## src/hdl/wb_pkg.sv

```systemverilog
`default_nettype none

package wb_pkg;

    localparam int PIX_W      = 8;
    localparam int SUM_W      = 24;                 // frames up to 65536 pixels.
    localparam int DIV_W      = SUM_W + 2;          // holds three times a sum.
    localparam int GAIN_W     = 10;
    localparam int GAIN_FRAC  = 8;
    localparam int NUM_W      = DIV_W + GAIN_FRAC;  // total of sums, scaled.
    localparam int STEP_W     = 4;                  // counts GAIN_W divider steps.
    localparam int PROD_W     = PIX_W + GAIN_W;

    localparam logic [PIX_W-1:0]  PIX_MAX    = 8'hFF;
    localparam logic [GAIN_W-1:0] GAIN_UNITY = 10'd256;
    localparam logic [GAIN_W-1:0] GAIN_MAX   = 10'd1023;

    localparam int FIFO_DEPTH = 8;
    localparam int FIFO_AW    = 3;
    localparam int FIFO_W     = 3 * PIX_W + 1;      // {last, r, g, b}.

    typedef enum logic [2:0] {
        DIV_IDLE,
        DIV_LOAD,
        DIV_STEP,
        DIV_NEXT,
        DIV_PUBLISH
    } div_state_t;

endpackage : wb_pkg

`default_nettype wire

```

## src/hdl/wb_frame_stats.sv

```systemverilog
`timescale 1ns/10ps
`default_nettype none

module wb_frame_stats (
    input  wire                       clk,
    input  wire                       i_rst_n,
    input  wire                       i_valid,
    input  wire                       i_ready,
    input  wire  [wb_pkg::PIX_W-1:0]  i_r,
    input  wire  [wb_pkg::PIX_W-1:0]  i_g,
    input  wire  [wb_pkg::PIX_W-1:0]  i_b,
    input  wire                       i_last,
    output logic [wb_pkg::SUM_W-1:0]  o_sum_r,
    output logic [wb_pkg::SUM_W-1:0]  o_sum_g,
    output logic [wb_pkg::SUM_W-1:0]  o_sum_b,
    output logic                      o_sums_valid
);
    import wb_pkg::*;

    logic [SUM_W-1:0] acc_r;
    logic [SUM_W-1:0] acc_g;
    logic [SUM_W-1:0] acc_b;
    logic [SUM_W-1:0] nxt_r;
    logic [SUM_W-1:0] nxt_g;
    logic [SUM_W-1:0] nxt_b;
    logic             xfer;

    assign xfer  = i_valid && i_ready;
    assign nxt_r = acc_r + SUM_W'(i_r);
    assign nxt_g = acc_g + SUM_W'(i_g);
    assign nxt_b = acc_b + SUM_W'(i_b);

    always_ff @(posedge clk or negedge i_rst_n) begin
        if (!i_rst_n) begin
            acc_r        <= '0;
            acc_g        <= '0;
            acc_b        <= '0;
            o_sum_r      <= '0;
            o_sum_g      <= '0;
            o_sum_b      <= '0;
            o_sums_valid <= 1'b0;
        end else begin
            o_sums_valid <= 1'b0;
            if (xfer) begin
                if (i_last) begin
                    o_sum_r      <= nxt_r;  // totals include the last pixel.
                    o_sum_g      <= nxt_g;
                    o_sum_b      <= nxt_b;
                    acc_r        <= '0;
                    acc_g        <= '0;
                    acc_b        <= '0;
                    o_sums_valid <= 1'b1;
                end else begin
                    acc_r <= nxt_r;
                    acc_g <= nxt_g;
                    acc_b <= nxt_b;
                end
            end
        end
    end

endmodule : wb_frame_stats

`default_nettype wire

```

## src/hdl/wb_gain_calc.sv

```systemverilog
`timescale 1ns/10ps
`default_nettype none

module wb_gain_calc (
    input  wire                        clk,
    input  wire                        i_rst_n,
    input  wire  [wb_pkg::SUM_W-1:0]   i_sum_r,
    input  wire  [wb_pkg::SUM_W-1:0]   i_sum_g,
    input  wire  [wb_pkg::SUM_W-1:0]   i_sum_b,
    input  wire                        i_sums_valid,
    output logic [wb_pkg::GAIN_W-1:0]  o_gain_r,
    output logic [wb_pkg::GAIN_W-1:0]  o_gain_g,
    output logic [wb_pkg::GAIN_W-1:0]  o_gain_b,
    output logic                       o_gains_valid
);
    import wb_pkg::*;

    div_state_t        state;
    logic [1:0]        ch;
    logic [STEP_W-1:0] cnt;
    logic [SUM_W-1:0]  sum_r;
    logic [SUM_W-1:0]  sum_g;
    logic [SUM_W-1:0]  sum_b;
    logic [SUM_W-1:0]  sum_sel;
    logic [DIV_W-1:0]  total;
    logic [NUM_W-1:0]  num;
    logic [DIV_W-1:0]  div;
    logic [DIV_W-1:0]  div_nx;
    logic [DIV_W-1:0]  rem;
    logic [DIV_W:0]    trial;
    logic [DIV_W:0]    diff;
    logic              fits;
    logic [GAIN_W-1:0] low;
    logic [GAIN_W-1:0] quo;
    logic [GAIN_W-1:0] quo_nx;
    logic [GAIN_W-1:0] gain_res;
    logic [GAIN_W-1:0] res_r;
    logic [GAIN_W-1:0] res_g;
    logic              ovf;
    logic              zero;
    logic              last_step;

    always_comb begin
        case (ch)
            2'd0:    sum_sel = sum_r;
            2'd1:    sum_sel = sum_g;
            default: sum_sel = sum_b;
        endcase
    end

    assign total     = DIV_W'(i_sum_r) + DIV_W'(i_sum_g) + DIV_W'(i_sum_b);
    assign div_nx    = (DIV_W'(sum_sel) << 1) + DIV_W'(sum_sel);
    assign trial     = {rem, low[GAIN_W-1]};  // bring down the next numerator bit.
    assign diff      = trial - {1'b0, div};
    assign fits      = (trial >= {1'b0, div});
    assign quo_nx    = {quo[GAIN_W-2:0], fits};
    assign last_step = (state == DIV_STEP) && (cnt == STEP_W'(GAIN_W - 1));
    assign gain_res  = zero ? GAIN_UNITY : (ovf ? GAIN_MAX : quo_nx);

    // divider datapath.
    always_ff @(posedge clk) begin
        case (state)
            DIV_IDLE: begin
                if (i_sums_valid) begin
                    sum_r <= i_sum_r;
                    sum_g <= i_sum_g;
                    sum_b <= i_sum_b;
                    num   <= {total, {GAIN_FRAC{1'b0}}};
                end
            end
            DIV_LOAD, DIV_NEXT: begin
                div  <= div_nx;
                rem  <= DIV_W'(num[NUM_W-1:GAIN_W]);
                low  <= num[GAIN_W-1:0];
                quo  <= '0;
                zero <= (sum_sel == '0);
                ovf  <= (DIV_W'(num[NUM_W-1:GAIN_W]) >= div_nx);  // quotient above 1023.
            end
            DIV_STEP: begin
                rem <= fits ? diff[DIV_W-1:0] : trial[DIV_W-1:0];
                low <= {low[GAIN_W-2:0], 1'b0};
                quo <= quo_nx;
                if (last_step && ch == 2'd0) begin
                    res_r <= gain_res;
                end
                if (last_step && ch == 2'd1) begin
                    res_g <= gain_res;
                end
            end
            default: ;
        endcase
    end

    always_ff @(posedge clk or negedge i_rst_n) begin
        if (!i_rst_n) begin
            state         <= DIV_IDLE;
            ch            <= 2'd0;
            cnt           <= '0;
            o_gain_r      <= GAIN_UNITY;
            o_gain_g      <= GAIN_UNITY;
            o_gain_b      <= GAIN_UNITY;
            o_gains_valid <= 1'b0;
        end else begin
            o_gains_valid <= 1'b0;
            case (state)
                DIV_IDLE: begin
                    if (i_sums_valid) begin
                        ch    <= 2'd0;
                        state <= DIV_LOAD;
                    end
                end
                DIV_LOAD, DIV_NEXT: begin
                    cnt   <= '0;
                    state <= DIV_STEP;
                end
                DIV_STEP: begin
                    cnt <= cnt + 1'b1;
                    if (last_step) begin
                        if (ch == 2'd2) begin
                            o_gain_r      <= res_r;
                            o_gain_g      <= res_g;
                            o_gain_b      <= gain_res;
                            o_gains_valid <= 1'b1;
                            state         <= DIV_PUBLISH;
                        end else begin
                            ch    <= ch + 1'b1;
                            state <= DIV_NEXT;
                        end
                    end
                end
                DIV_PUBLISH: state <= DIV_IDLE;
                default:     state <= DIV_IDLE;
            endcase
        end
    end

endmodule : wb_gain_calc

`default_nettype wire

```

## src/hdl/wb_pixel_fifo.sv

```systemverilog
`timescale 1ns/10ps
`default_nettype none

module wb_pixel_fifo (
    input  wire                        clk,
    input  wire                        i_rst_n,
    input  wire                        i_wr,
    input  wire  [wb_pkg::FIFO_W-1:0]  i_wdata,
    input  wire                        i_rd,
    output logic [wb_pkg::FIFO_W-1:0]  o_rdata,
    output logic                       o_empty,
    output logic                       o_full
);
    import wb_pkg::*;

    logic [FIFO_W-1:0]  mem [FIFO_DEPTH];
    logic [FIFO_AW-1:0] wr_ptr;
    logic [FIFO_AW-1:0] rd_ptr;
    logic [FIFO_AW:0]   count;
    logic               do_wr;
    logic               do_rd;

    assign do_wr   = i_wr && !o_full;
    assign do_rd   = i_rd && !o_empty;
    assign o_rdata = mem[rd_ptr];  // head entry, shown ahead of the read.
    assign o_empty = (count == '0);
    assign o_full  = (count == (FIFO_AW + 1)'(FIFO_DEPTH));

    always_ff @(posedge clk) begin
        if (do_wr) begin
            mem[wr_ptr] <= i_wdata;
        end
    end

    always_ff @(posedge clk or negedge i_rst_n) begin
        if (!i_rst_n) begin
            wr_ptr <= '0;
            rd_ptr <= '0;
            count  <= '0;
        end else begin
            if (do_wr) begin
                wr_ptr <= wr_ptr + 1'b1;  // wraps at the depth.
            end
            if (do_rd) begin
                rd_ptr <= rd_ptr + 1'b1;
            end
            if (do_wr && !do_rd) begin
                count <= count + 1'b1;
            end else if (do_rd && !do_wr) begin
                count <= count - 1'b1;
            end
        end
    end

endmodule : wb_pixel_fifo

`default_nettype wire

```

## src/hdl/wb_gain_apply.sv

```systemverilog
`timescale 1ns/10ps
`default_nettype none

module wb_gain_apply (
    input  wire                        clk,
    input  wire                        i_rst_n,
    input  wire                        i_wb_en,
    input  wire  [wb_pkg::GAIN_W-1:0]  i_gain_r,
    input  wire  [wb_pkg::GAIN_W-1:0]  i_gain_g,
    input  wire  [wb_pkg::GAIN_W-1:0]  i_gain_b,
    input  wire                        i_gains_valid,
    input  wire  [wb_pkg::FIFO_W-1:0]  i_fifo_data,
    input  wire                        i_fifo_empty,
    input  wire                        i_ready,
    output logic                       o_fifo_rd,
    output logic                       o_valid,
    output logic [wb_pkg::PIX_W-1:0]   o_r,
    output logic [wb_pkg::PIX_W-1:0]   o_g,
    output logic [wb_pkg::PIX_W-1:0]   o_b,
    output logic                       o_last
);
    import wb_pkg::*;

    logic [GAIN_W-1:0] pend_r, pend_g, pend_b;
    logic [GAIN_W-1:0] act_r, act_g, act_b;
    logic [GAIN_W-1:0] use_r, use_g, use_b;
    logic [PIX_W-1:0]  pix_r, pix_g, pix_b;
    logic              pix_last;
    logic              frame_start;
    logic              adv;
    logic              s1_valid;
    logic              s1_last;
    logic [PROD_W-1:0] s1_r, s1_g, s1_b;

    function automatic logic [PIX_W-1:0] clip(input logic [PROD_W-1:0] prod);
        logic [PROD_W-GAIN_FRAC-1:0] scaled;
        scaled = prod[PROD_W-1:GAIN_FRAC];
        return (scaled > PIX_MAX) ? PIX_MAX : scaled[PIX_W-1:0];
    endfunction

    assign {pix_last, pix_r, pix_g, pix_b} = i_fifo_data;

    assign adv       = i_ready;  // whole pipe holds while the sink stalls.
    assign o_fifo_rd = adv && !i_fifo_empty;

    // pending gains apply from the first pixel of a frame.
    assign use_r = !i_wb_en ? GAIN_UNITY : (frame_start ? pend_r : act_r);
    assign use_g = !i_wb_en ? GAIN_UNITY : (frame_start ? pend_g : act_g);
    assign use_b = !i_wb_en ? GAIN_UNITY : (frame_start ? pend_b : act_b);

    always_ff @(posedge clk) begin
        if (o_fifo_rd) begin
            s1_r    <= PROD_W'(pix_r) * PROD_W'(use_r);
            s1_g    <= PROD_W'(pix_g) * PROD_W'(use_g);
            s1_b    <= PROD_W'(pix_b) * PROD_W'(use_b);
            s1_last <= pix_last;
        end
        if (adv && s1_valid) begin
            o_r    <= clip(s1_r);
            o_g    <= clip(s1_g);
            o_b    <= clip(s1_b);
            o_last <= s1_last;
        end
    end

    always_ff @(posedge clk or negedge i_rst_n) begin
        if (!i_rst_n) begin
            pend_r      <= GAIN_UNITY;
            pend_g      <= GAIN_UNITY;
            pend_b      <= GAIN_UNITY;
            act_r       <= GAIN_UNITY;
            act_g       <= GAIN_UNITY;
            act_b       <= GAIN_UNITY;
            frame_start <= 1'b1;
            s1_valid    <= 1'b0;
            o_valid     <= 1'b0;
        end else begin
            if (i_gains_valid) begin
                pend_r <= i_gain_r;
                pend_g <= i_gain_g;
                pend_b <= i_gain_b;
            end
            if (o_fifo_rd) begin
                frame_start <= pix_last;
                if (frame_start) begin
                    act_r <= pend_r;
                    act_g <= pend_g;
                    act_b <= pend_b;
                end
            end
            if (adv) begin
                s1_valid <= o_fifo_rd;
                o_valid  <= s1_valid;
            end
        end
    end

endmodule : wb_gain_apply

`default_nettype wire

```

## src/hdl/wb_top.sv

```systemverilog
`timescale 1ns/10ps
`default_nettype none

module wb_top (
    input  wire                       clk,
    input  wire                       i_rst_n,
    input  wire                       i_wb_en,
    input  wire                       i_valid,
    input  wire  [wb_pkg::PIX_W-1:0]  i_r,
    input  wire  [wb_pkg::PIX_W-1:0]  i_g,
    input  wire  [wb_pkg::PIX_W-1:0]  i_b,
    input  wire                       i_last,
    output logic                      o_ready,
    output logic                      o_valid,
    output logic [wb_pkg::PIX_W-1:0]  o_r,
    output logic [wb_pkg::PIX_W-1:0]  o_g,
    output logic [wb_pkg::PIX_W-1:0]  o_b,
    output logic                      o_last,
    input  wire                       i_ready
);
    import wb_pkg::*;

    logic [SUM_W-1:0]  sum_r, sum_g, sum_b;
    logic              sums_valid;
    logic [GAIN_W-1:0] gain_r, gain_g, gain_b;
    logic              gains_valid;
    logic [FIFO_W-1:0] fifo_wdata;
    logic [FIFO_W-1:0] fifo_rdata;
    logic              fifo_wr;
    logic              fifo_rd;
    logic              fifo_empty;
    logic              fifo_full;

    assign o_ready    = !fifo_full;
    assign fifo_wr    = i_valid && o_ready;
    assign fifo_wdata = {i_last, i_r, i_g, i_b};

    wb_frame_stats u_stats (
        .clk          (clk       ),
        .i_rst_n      (i_rst_n   ),
        .i_valid      (i_valid   ),
        .i_ready      (o_ready   ),
        .i_r          (i_r       ),
        .i_g          (i_g       ),
        .i_b          (i_b       ),
        .i_last       (i_last    ),
        .o_sum_r      (sum_r     ),
        .o_sum_g      (sum_g     ),
        .o_sum_b      (sum_b     ),
        .o_sums_valid (sums_valid)
    );

    wb_gain_calc u_gain_calc (
        .clk           (clk        ),
        .i_rst_n       (i_rst_n    ),
        .i_sum_r       (sum_r      ),
        .i_sum_g       (sum_g      ),
        .i_sum_b       (sum_b      ),
        .i_sums_valid  (sums_valid ),
        .o_gain_r      (gain_r     ),
        .o_gain_g      (gain_g     ),
        .o_gain_b      (gain_b     ),
        .o_gains_valid (gains_valid)
    );

    wb_pixel_fifo u_fifo (
        .clk     (clk       ),
        .i_rst_n (i_rst_n   ),
        .i_wr    (fifo_wr   ),
        .i_wdata (fifo_wdata),
        .i_rd    (fifo_rd   ),
        .o_rdata (fifo_rdata),
        .o_empty (fifo_empty),
        .o_full  (fifo_full )
    );

    wb_gain_apply u_apply (
        .clk           (clk        ),
        .i_rst_n       (i_rst_n    ),
        .i_wb_en       (i_wb_en    ),
        .i_gain_r      (gain_r     ),
        .i_gain_g      (gain_g     ),
        .i_gain_b      (gain_b     ),
        .i_gains_valid (gains_valid),
        .i_fifo_data   (fifo_rdata ),
        .i_fifo_empty  (fifo_empty ),
        .i_ready       (i_ready    ),
        .o_fifo_rd     (fifo_rd    ),
        .o_valid       (o_valid    ),
        .o_r           (o_r        ),
        .o_g           (o_g        ),
        .o_b           (o_b        ),
        .o_last        (o_last     )
    );

endmodule : wb_top

`default_nettype wire

```

## config.mk

```make
export PLATFORM = sky130hd
export DESIGN_NAME = wb_top
export DESIGN_NICKNAME = d
export VERILOG_FILES = /design/src/hdl/wb_pkg.sv /design/src/hdl/wb_frame_stats.sv /design/src/hdl/wb_gain_calc.sv /design/src/hdl/wb_pixel_fifo.sv /design/src/hdl/wb_gain_apply.sv /design/src/hdl/wb_top.sv
export SDC_FILE = /design/constraint.sdc
export NUM_CORES = 2
export LEC_CHECK = 0
export BUFFER_PORTS_ARGS = -buffer_cell sky130_fd_sc_hd__buf_2
export CORE_MARGIN = 10
export CORE_UTILIZATION = 30
export DETAILED_ROUTE_END_ITERATION = 10
export PLACE_DENSITY = 0.55
export SETUP_SLACK_MARGIN = 0.05
export SYNTH_ARGS = -nofsm -noshare
export SYNTH_HDL_FRONTEND = slang
export SYNTH_SLANG_ARGS = --single-unit
```

## constraint.sdc

```tcl
create_clock -name clk -period 15.05 [get_ports clk]
set_input_delay 3.7625 -clock clk [delete_from_list [all_inputs] [get_ports clk]]
set_output_delay 3.7625 -clock clk [all_outputs]
set_load 0.02 [all_outputs]
```

; ---- After elaboration in Yosys (flattened, before gate mapping)
; Memory sizes are Yosys's and may differ from the RTL's.
; Cells that the tools add are included.
[op_classes]
add_sub_neg = 13
n_mul = 3
n_lt_le_gt_ge = 5
n_eq_ne = 10
muxes = 34
reduce_logical = 29
[ops]
columns = cell, n
row1 = 10-bit 2-to-1 mux, 8
row2 = 24-bit by 8-bit adder with 24-bit output, 3
row3 = 24-bit 2-to-1 mux, 3
row4 = 8-bit by 10-bit multiplier with 18-bit output, 3
row5 = 26-bit one-hot mux with 2 select lines, 1
row6 = 24-bit one-hot mux with 2 select lines, 1
row7 = 10-bit by 8-bit > comparator with 1-bit output (second input constant), 3
row8 = 27-bit by 26-bit greater-or-equal comparator with 1-bit output, 1
row9 = 25-bit by 24-bit adder with 26-bit output, 1
row10 = 26-bit by 24-bit adder with 26-bit output, 1
row11 = 24-bit by 26-bit greater-or-equal comparator with 1-bit output, 1
row12 = 26-bit 2-to-1 mux, 1
row13 = 26-bit subtractor, 1
row14 = 24-bit by 24-bit adder with 25-bit output, 1
row15 = 24-bit logical NOT, 1
row16 = 10-bit one-hot mux with 2 select lines, 1
row17 = 9-bit one-hot mux with 2 select lines, 1
row18 = 1-bit logical AND, 10
row19 = 2-bit AND reduction, 5
row20 = 3-bit 2-to-1 mux, 3
row21 = 3-bit one-hot mux with 3 select lines, 1
row22 = 4-bit by 1-bit adder with 4-bit output (second input constant), 2
row23 = 4-bit == test (second input constant), 2
row24 = 4-bit 2-to-1 mux, 2
row25 = other kinds (21), 37
[totals]
ff_bits = 529
ramBits = 200
in_bits = 30
output_inout_bits = 27
wordCells = 141
n_memories = 1
[memory_table]
columns = memory, depth, word_bits, read_ports, rd_ports_with_merged_regs, wr, line
row1 = u_fifo.mem, 8, 25, 1, 0, 1, wb_pixel_fifo.sv:16  ; logic [FIFO_W-1:0] mem [FIFO_DEPTH];

; ---- Longest topological paths before layout
[logic_depth]
ltp_word = 8
mapped_depth = 26
mapped_depth_nobuf = 24

; ---- By module
; A second synthesis with hierarchy kept.
[hier_totals]
cells_unflattened = 3500
hier_area_um2 = 41613.7
[by_module_without_submodules]
columns = mod, instances, cells_per_inst, area_per_inst_um2, seq_area_each_um2
row1 = wb_gain_calc, 1, 1152, 13156.4, 6500.0
row2 = wb_gain_apply, 1, 1101, 11946.5, 3266.9
row3 = wb_pixel_fifo, 1, 354, 8354.3, 6256.0
row4 = wb_frame_stats, 1, 891, 8146.6, 3628.5
row5 = wb_top, 1, 2, 10.0, 0.0

; ---- Least setup slack after synthesis
; OpenSTA, ideal clock, no wires.
[synth_timing]
kind = register to register
startpoint = reg u_gain_calc.state[1]
endpoint = reg u_gain_calc.ch[0]
setup_ns = 0.137
arrival_time_ns = 11.680
required_time_ns = 14.913
path_slack_ns = 3.233
stages_incl_launch_ff = 6
synth_period_minus_slack_ns = 11.817
path_cell_list = dfrtp_1 > clkbuf_1 > nor4b_1 > nor2_1 > a21oi_1 > o21ai_0
[synth_between]
elab_chain_len = 4
[synth_lines]
columns = element, line
row1 = from (decl), wb_gain_calc.sv:18  ; div_state_t state;
row2 = from (signal assigned), wb_gain_calc.sv:96  ; state <= DIV_IDLE;
row3 = from (signal assigned), wb_gain_calc.sv:109  ; state <= DIV_LOAD;
row4 = from (signal assigned), wb_gain_calc.sv:114  ; state <= DIV_STEP;
row5 = 3-bit by 2-bit == test with 1-bit output, "wb_gain_calc.sv:57, wb_gain_calc.sv:105"
row6 = 1-bit logical AND, wb_gain_calc.sv:57  ; assign last_step = (state == DIV_STEP) && (cnt == STEP_W'(GAIN_W - 1));
row7 = 2-bit by 1-bit != test with 1-bit output (no line), -
row8 = 4-bit AND reduction (no line), -
row9 = to (signal assigned), wb_gain_calc.sv:126  ; ch <= ch + 1'b1;
row10 = to (decl), wb_gain_calc.sv:19  ; logic [1:0] ch;
; Several ways; a longest one is shown, not always the timed one.
; A chain may end at the register's enable or synchronous reset.

; ---- Worst setup path after layout
[layout_timing]
startpoint = in i_wb_en
endpoint = reg u_apply.s1_g[16] (data pin)
[layout_between]
elab_chain_len = 2
[layout_lines]
columns = element, line
row1 = from (decl), wb_top.sv:7  ; input wire i_wb_en,
row2 = 10-bit 2-to-1 mux, wb_gain_apply.sv:48  ; assign use_g = !i_wb_en ? GAIN_UNITY : (frame_start ? pend_g : act_g);
row3 = 8-bit by 10-bit multiplier with 18-bit output, wb_gain_apply.sv:54  ; s1_g <= PROD_W'(pix_g) * PROD_W'(use_g);
row4 = to (signal assigned), wb_gain_apply.sv:54
row5 = to (decl), wb_gain_apply.sv:33  ; logic [PROD_W-1:0] s1_r, s1_g, s1_b;
; Every way passes these cells.

==> out/results.ini <==
[sta]
rsz0062_at_grt=no
fmax_mhz=112
min_period_over_period=0.593
post-route-min-period_ns=8.92
maxSlewViolCount=0
hold_viol=0
slew-limit-headroom=0.134
worst-slew-pin-transition_ns=1.27
setup_tns_ns=0
setup_viol_count_final=0
finClkSkew_ns=0.0495

[die]
die_height_um=390
core_area_sq_um=136000
die_w_um=390
pin_count=57
die_area_sq_um=152000
initial_utilization=0.302
rows=135

[synth]
synth_nets=4002
synth_area_leaders=edfxtp_1 32%, dfrtp_1 15%, ha_1 8.3%, fa_1 7.3%, mux2_2 3.4%
synth_edf_count=439
synth_area_per_cell_sq_um=11.6
synthCells=3550
synth_top_area_cell=edfxtp_1
post-synth-top-area-fraction=0.321
synth_area_sq_um=41000
ys_seq_area_frac=0.479
yosys_most_used_dff=edfxtp_1
yosysWarnings=0
synth_seq_cells=697
synth-async-reset-ratio=0.370
synth.distinct_cells=81

[cts]
clk_pin_slew_ns=0.05
clock_sinks=697
clkLatencyLatePin_ns=0.68
cts_root_buf=clkbuf_16
cts.path.max_buffers=3
cts_hold_buf=0
cts_max_level=3
cts_made_buffers=81
post_cts_resized=0
post-cts-setup-buffer-count=0
tritoncts=done

[min_path]
holdPathEnd=u_apply.o_last
hold_depth=0
hold_path.startpoint=u_apply.s1_last
hp-class=flop to flop

[routing]
antenna_left=0
drc=0
vias=26400
finalWirelength_mm=95.2
viasPerCell=4.83
wire_per_inst_um=17.4
firstDrtPassIters=5
drt_iter0_markers=1739

[worst_setup_path]
end_kind=flop
critical_path_class=input port to flop
r2r_cells=20
path_buf_inv=2
cpPeakStageDelay_ns=0.55
arrival_ns=9.32
critical_path_required_ns=15.45
crit_family=adder cells
reg2reg_from=u_fifo.rd_ptr[0]
start_kind=input port
path_cells=buf_2 > nand2_1 > or2_2 > fa_1 > fa_1 > inv_1 > fa_1 > fa_1 > ha_1 > nand4_1 > or4b_1 > or4_1 > a31oi_1 > a41o_1 > o21a_1 > nor2_1 > xnor2_1
crit_fanout=32
reg2reg_slack_ns=7.92
slowest_stage=fa_1
critPathMostFrequentCell=fa_1
r2r_end=u_apply.s1_r[17]

[cells_and_area]
antenna-diode-count=0
final_nets=4076
drive_above_1_share=0.143
nFillCells=13500
utilization=0.342
synthToLayoutAreaGrowth_pct=13.0

[placed_design]
port_buffers=56
gp_congestion=0.794
hpwl_mm=66.7

[global_routing]
first_global_vias=27000
antenna_found_initial=6
globalRoute.totalOverflow=0
track_usage=0.125
grt_pass1_wl_mm=153
grt_max_degree=146

[power_and_ir_drop]
p_total_mw=9.26
power.density_nw_per_um2=200
irDropWorstVdd_uv=110
p_leak_nw=19.8

[job]
cap_violations=0

[outcome]
status=finished, final reports clean

[cell families (layout without fill, tap and decap cells)]
group / count (synthesis) / count (layout) / share of synthesized area
simple gates: 959 / 959 / 0.109
compound gates: 662 / 662 / 0.107
flops: 697 / 697 / 0.479
fa+ha+maj: 423 / 423 / 0.156
mux: 218 / 218 / 0.0729
buf+inv: 424 / 566 / 0.0397
xor+xnor: 167 / 167 / 0.0357
[layout make-up]
class / count / area (sq um) / area share
clock buffers: 111 / 2280 / 0.0493
well taps: 1781 / 2230 / 0.0481
flip-flops and latches: 697 / 19700 / 0.424
inverters: 306 / 1150 / 0.0248
clock inverters: 40 / 470 / 0.0102
multi-input cells: 2429 / 19800 / 0.428
repair buffers: 109 / 701 / 0.0151
[synth_stat cells, drive strengths merged, types with 8 or more instances]
cell type	count
edfxtp	439
inv	303
nor2	295
nand2	290
ha	273
dfrtp	248
o21ai	176
fa	149
mux2	124
a21oi	114
xnor2	106
clkbuf	94
a21o	75
or2	72
xor2	61
nor3	57
mux4	50
or3	46
nand3	45
mux2i	44
a22o	41
a31oi	38
and3	36
o31ai	33
o21a	25
buf	24
nand4	24
a211oi	23
and2	20
o21bai	19
o211ai	17
nor2b	15
nand2b	13
or4	13
o311ai	12
a22oi	11
dfstp	10
nor4	10
a21boi	9
and4	9
a32oi	8
[worst max-delay path by stage]
stage	from	endpoint	slack [ns]	depth (start not counted)
after floorplan	u_gain_calc.state[1]	u_gain_calc.ch[0]	3.23	5
after global placement	i_wb_en	u_apply.s1_g[16]	5.52	17
after detailed placement	i_wb_en	u_apply.s1_g[16]	5.43	17
after CTS	i_wb_en	u_apply.s1_g[16]	6.13	17
after global routing	i_wb_en	u_apply.s1_g[16]	5.84	17
final	i_wb_en	u_apply.s1_g[16]	6.13	17
[metal layers]
| metal | vias up | global-route usage | share of wire |
|---|---|---|---|
| met1 | 13000 | 0.175 | 0.49 |
| li1 | 12900 | - | - |
| met4 | 8 | 0.0345 | 0.021 |
| met2 | 418 | 0.196 | 0.45 |
| met5 | - | 0 | 0.00059 |
| met3 | 146 | 0.0240 | 0.045 |
[power by group]
group	switching, mW	internal [mW]	leakage [nW]
sequential	0.202	2.60	7.51
combinational	2.68	1.79	11.0
clock	0.845	1.15	1.34
total	3.72	5.54	19.8
[cell usage in the layout, fill, tap and decap left out, drive strengths merged, types with 44 or more instances in the layout]
cell,Yosys,final
dfrtp,248,248
nor3,57,57
ha,273,273
buf,24,109
nor2,295,295
nand2,290,290
o21ai,176,176
a21oi,114,114
mux2i,44,44
mux4,50,50
fa,149,149
xor2,61,61
edfxtp,439,439
or2,72,72
mux2,124,124
or3,46,46
a21o,75,75
inv,303,309
clkbuf,94,111
nand3,45,45
xnor2,106,106
[through the flow]
step                setup WS (ns)  hold slack, ns  std cells  instance area [sq um]
finish                       6.13           0.452       5473                  46300
detailed placement           5.43           0.436       5322                  43600
global route                 5.84           0.448       5473                  46300
global placement             5.52           0.439       5322                  43600
floorplan                    3.23           0.400       3550                  41000
CTS                          6.13           0.447       5473                  46300
[flip-flops by register name (all words and copies together), names as in the netlist, 24 cells and up]
register,count
u_stats.acc_g,24
u_gain_calc.rem,26
u_stats.o_sum_g,24
u_gain_calc.sum_r,24
u_gain_calc.num,26
u_stats.acc_b,24
u_gain_calc.sum_g,24
u_fifo.mem,200
u_stats.acc_r,24
u_gain_calc.sum_b,24
u_gain_calc.div,26
u_stats.o_sum_b,24
u_stats.o_sum_r,24
Power figures use the tool's default switching activity.
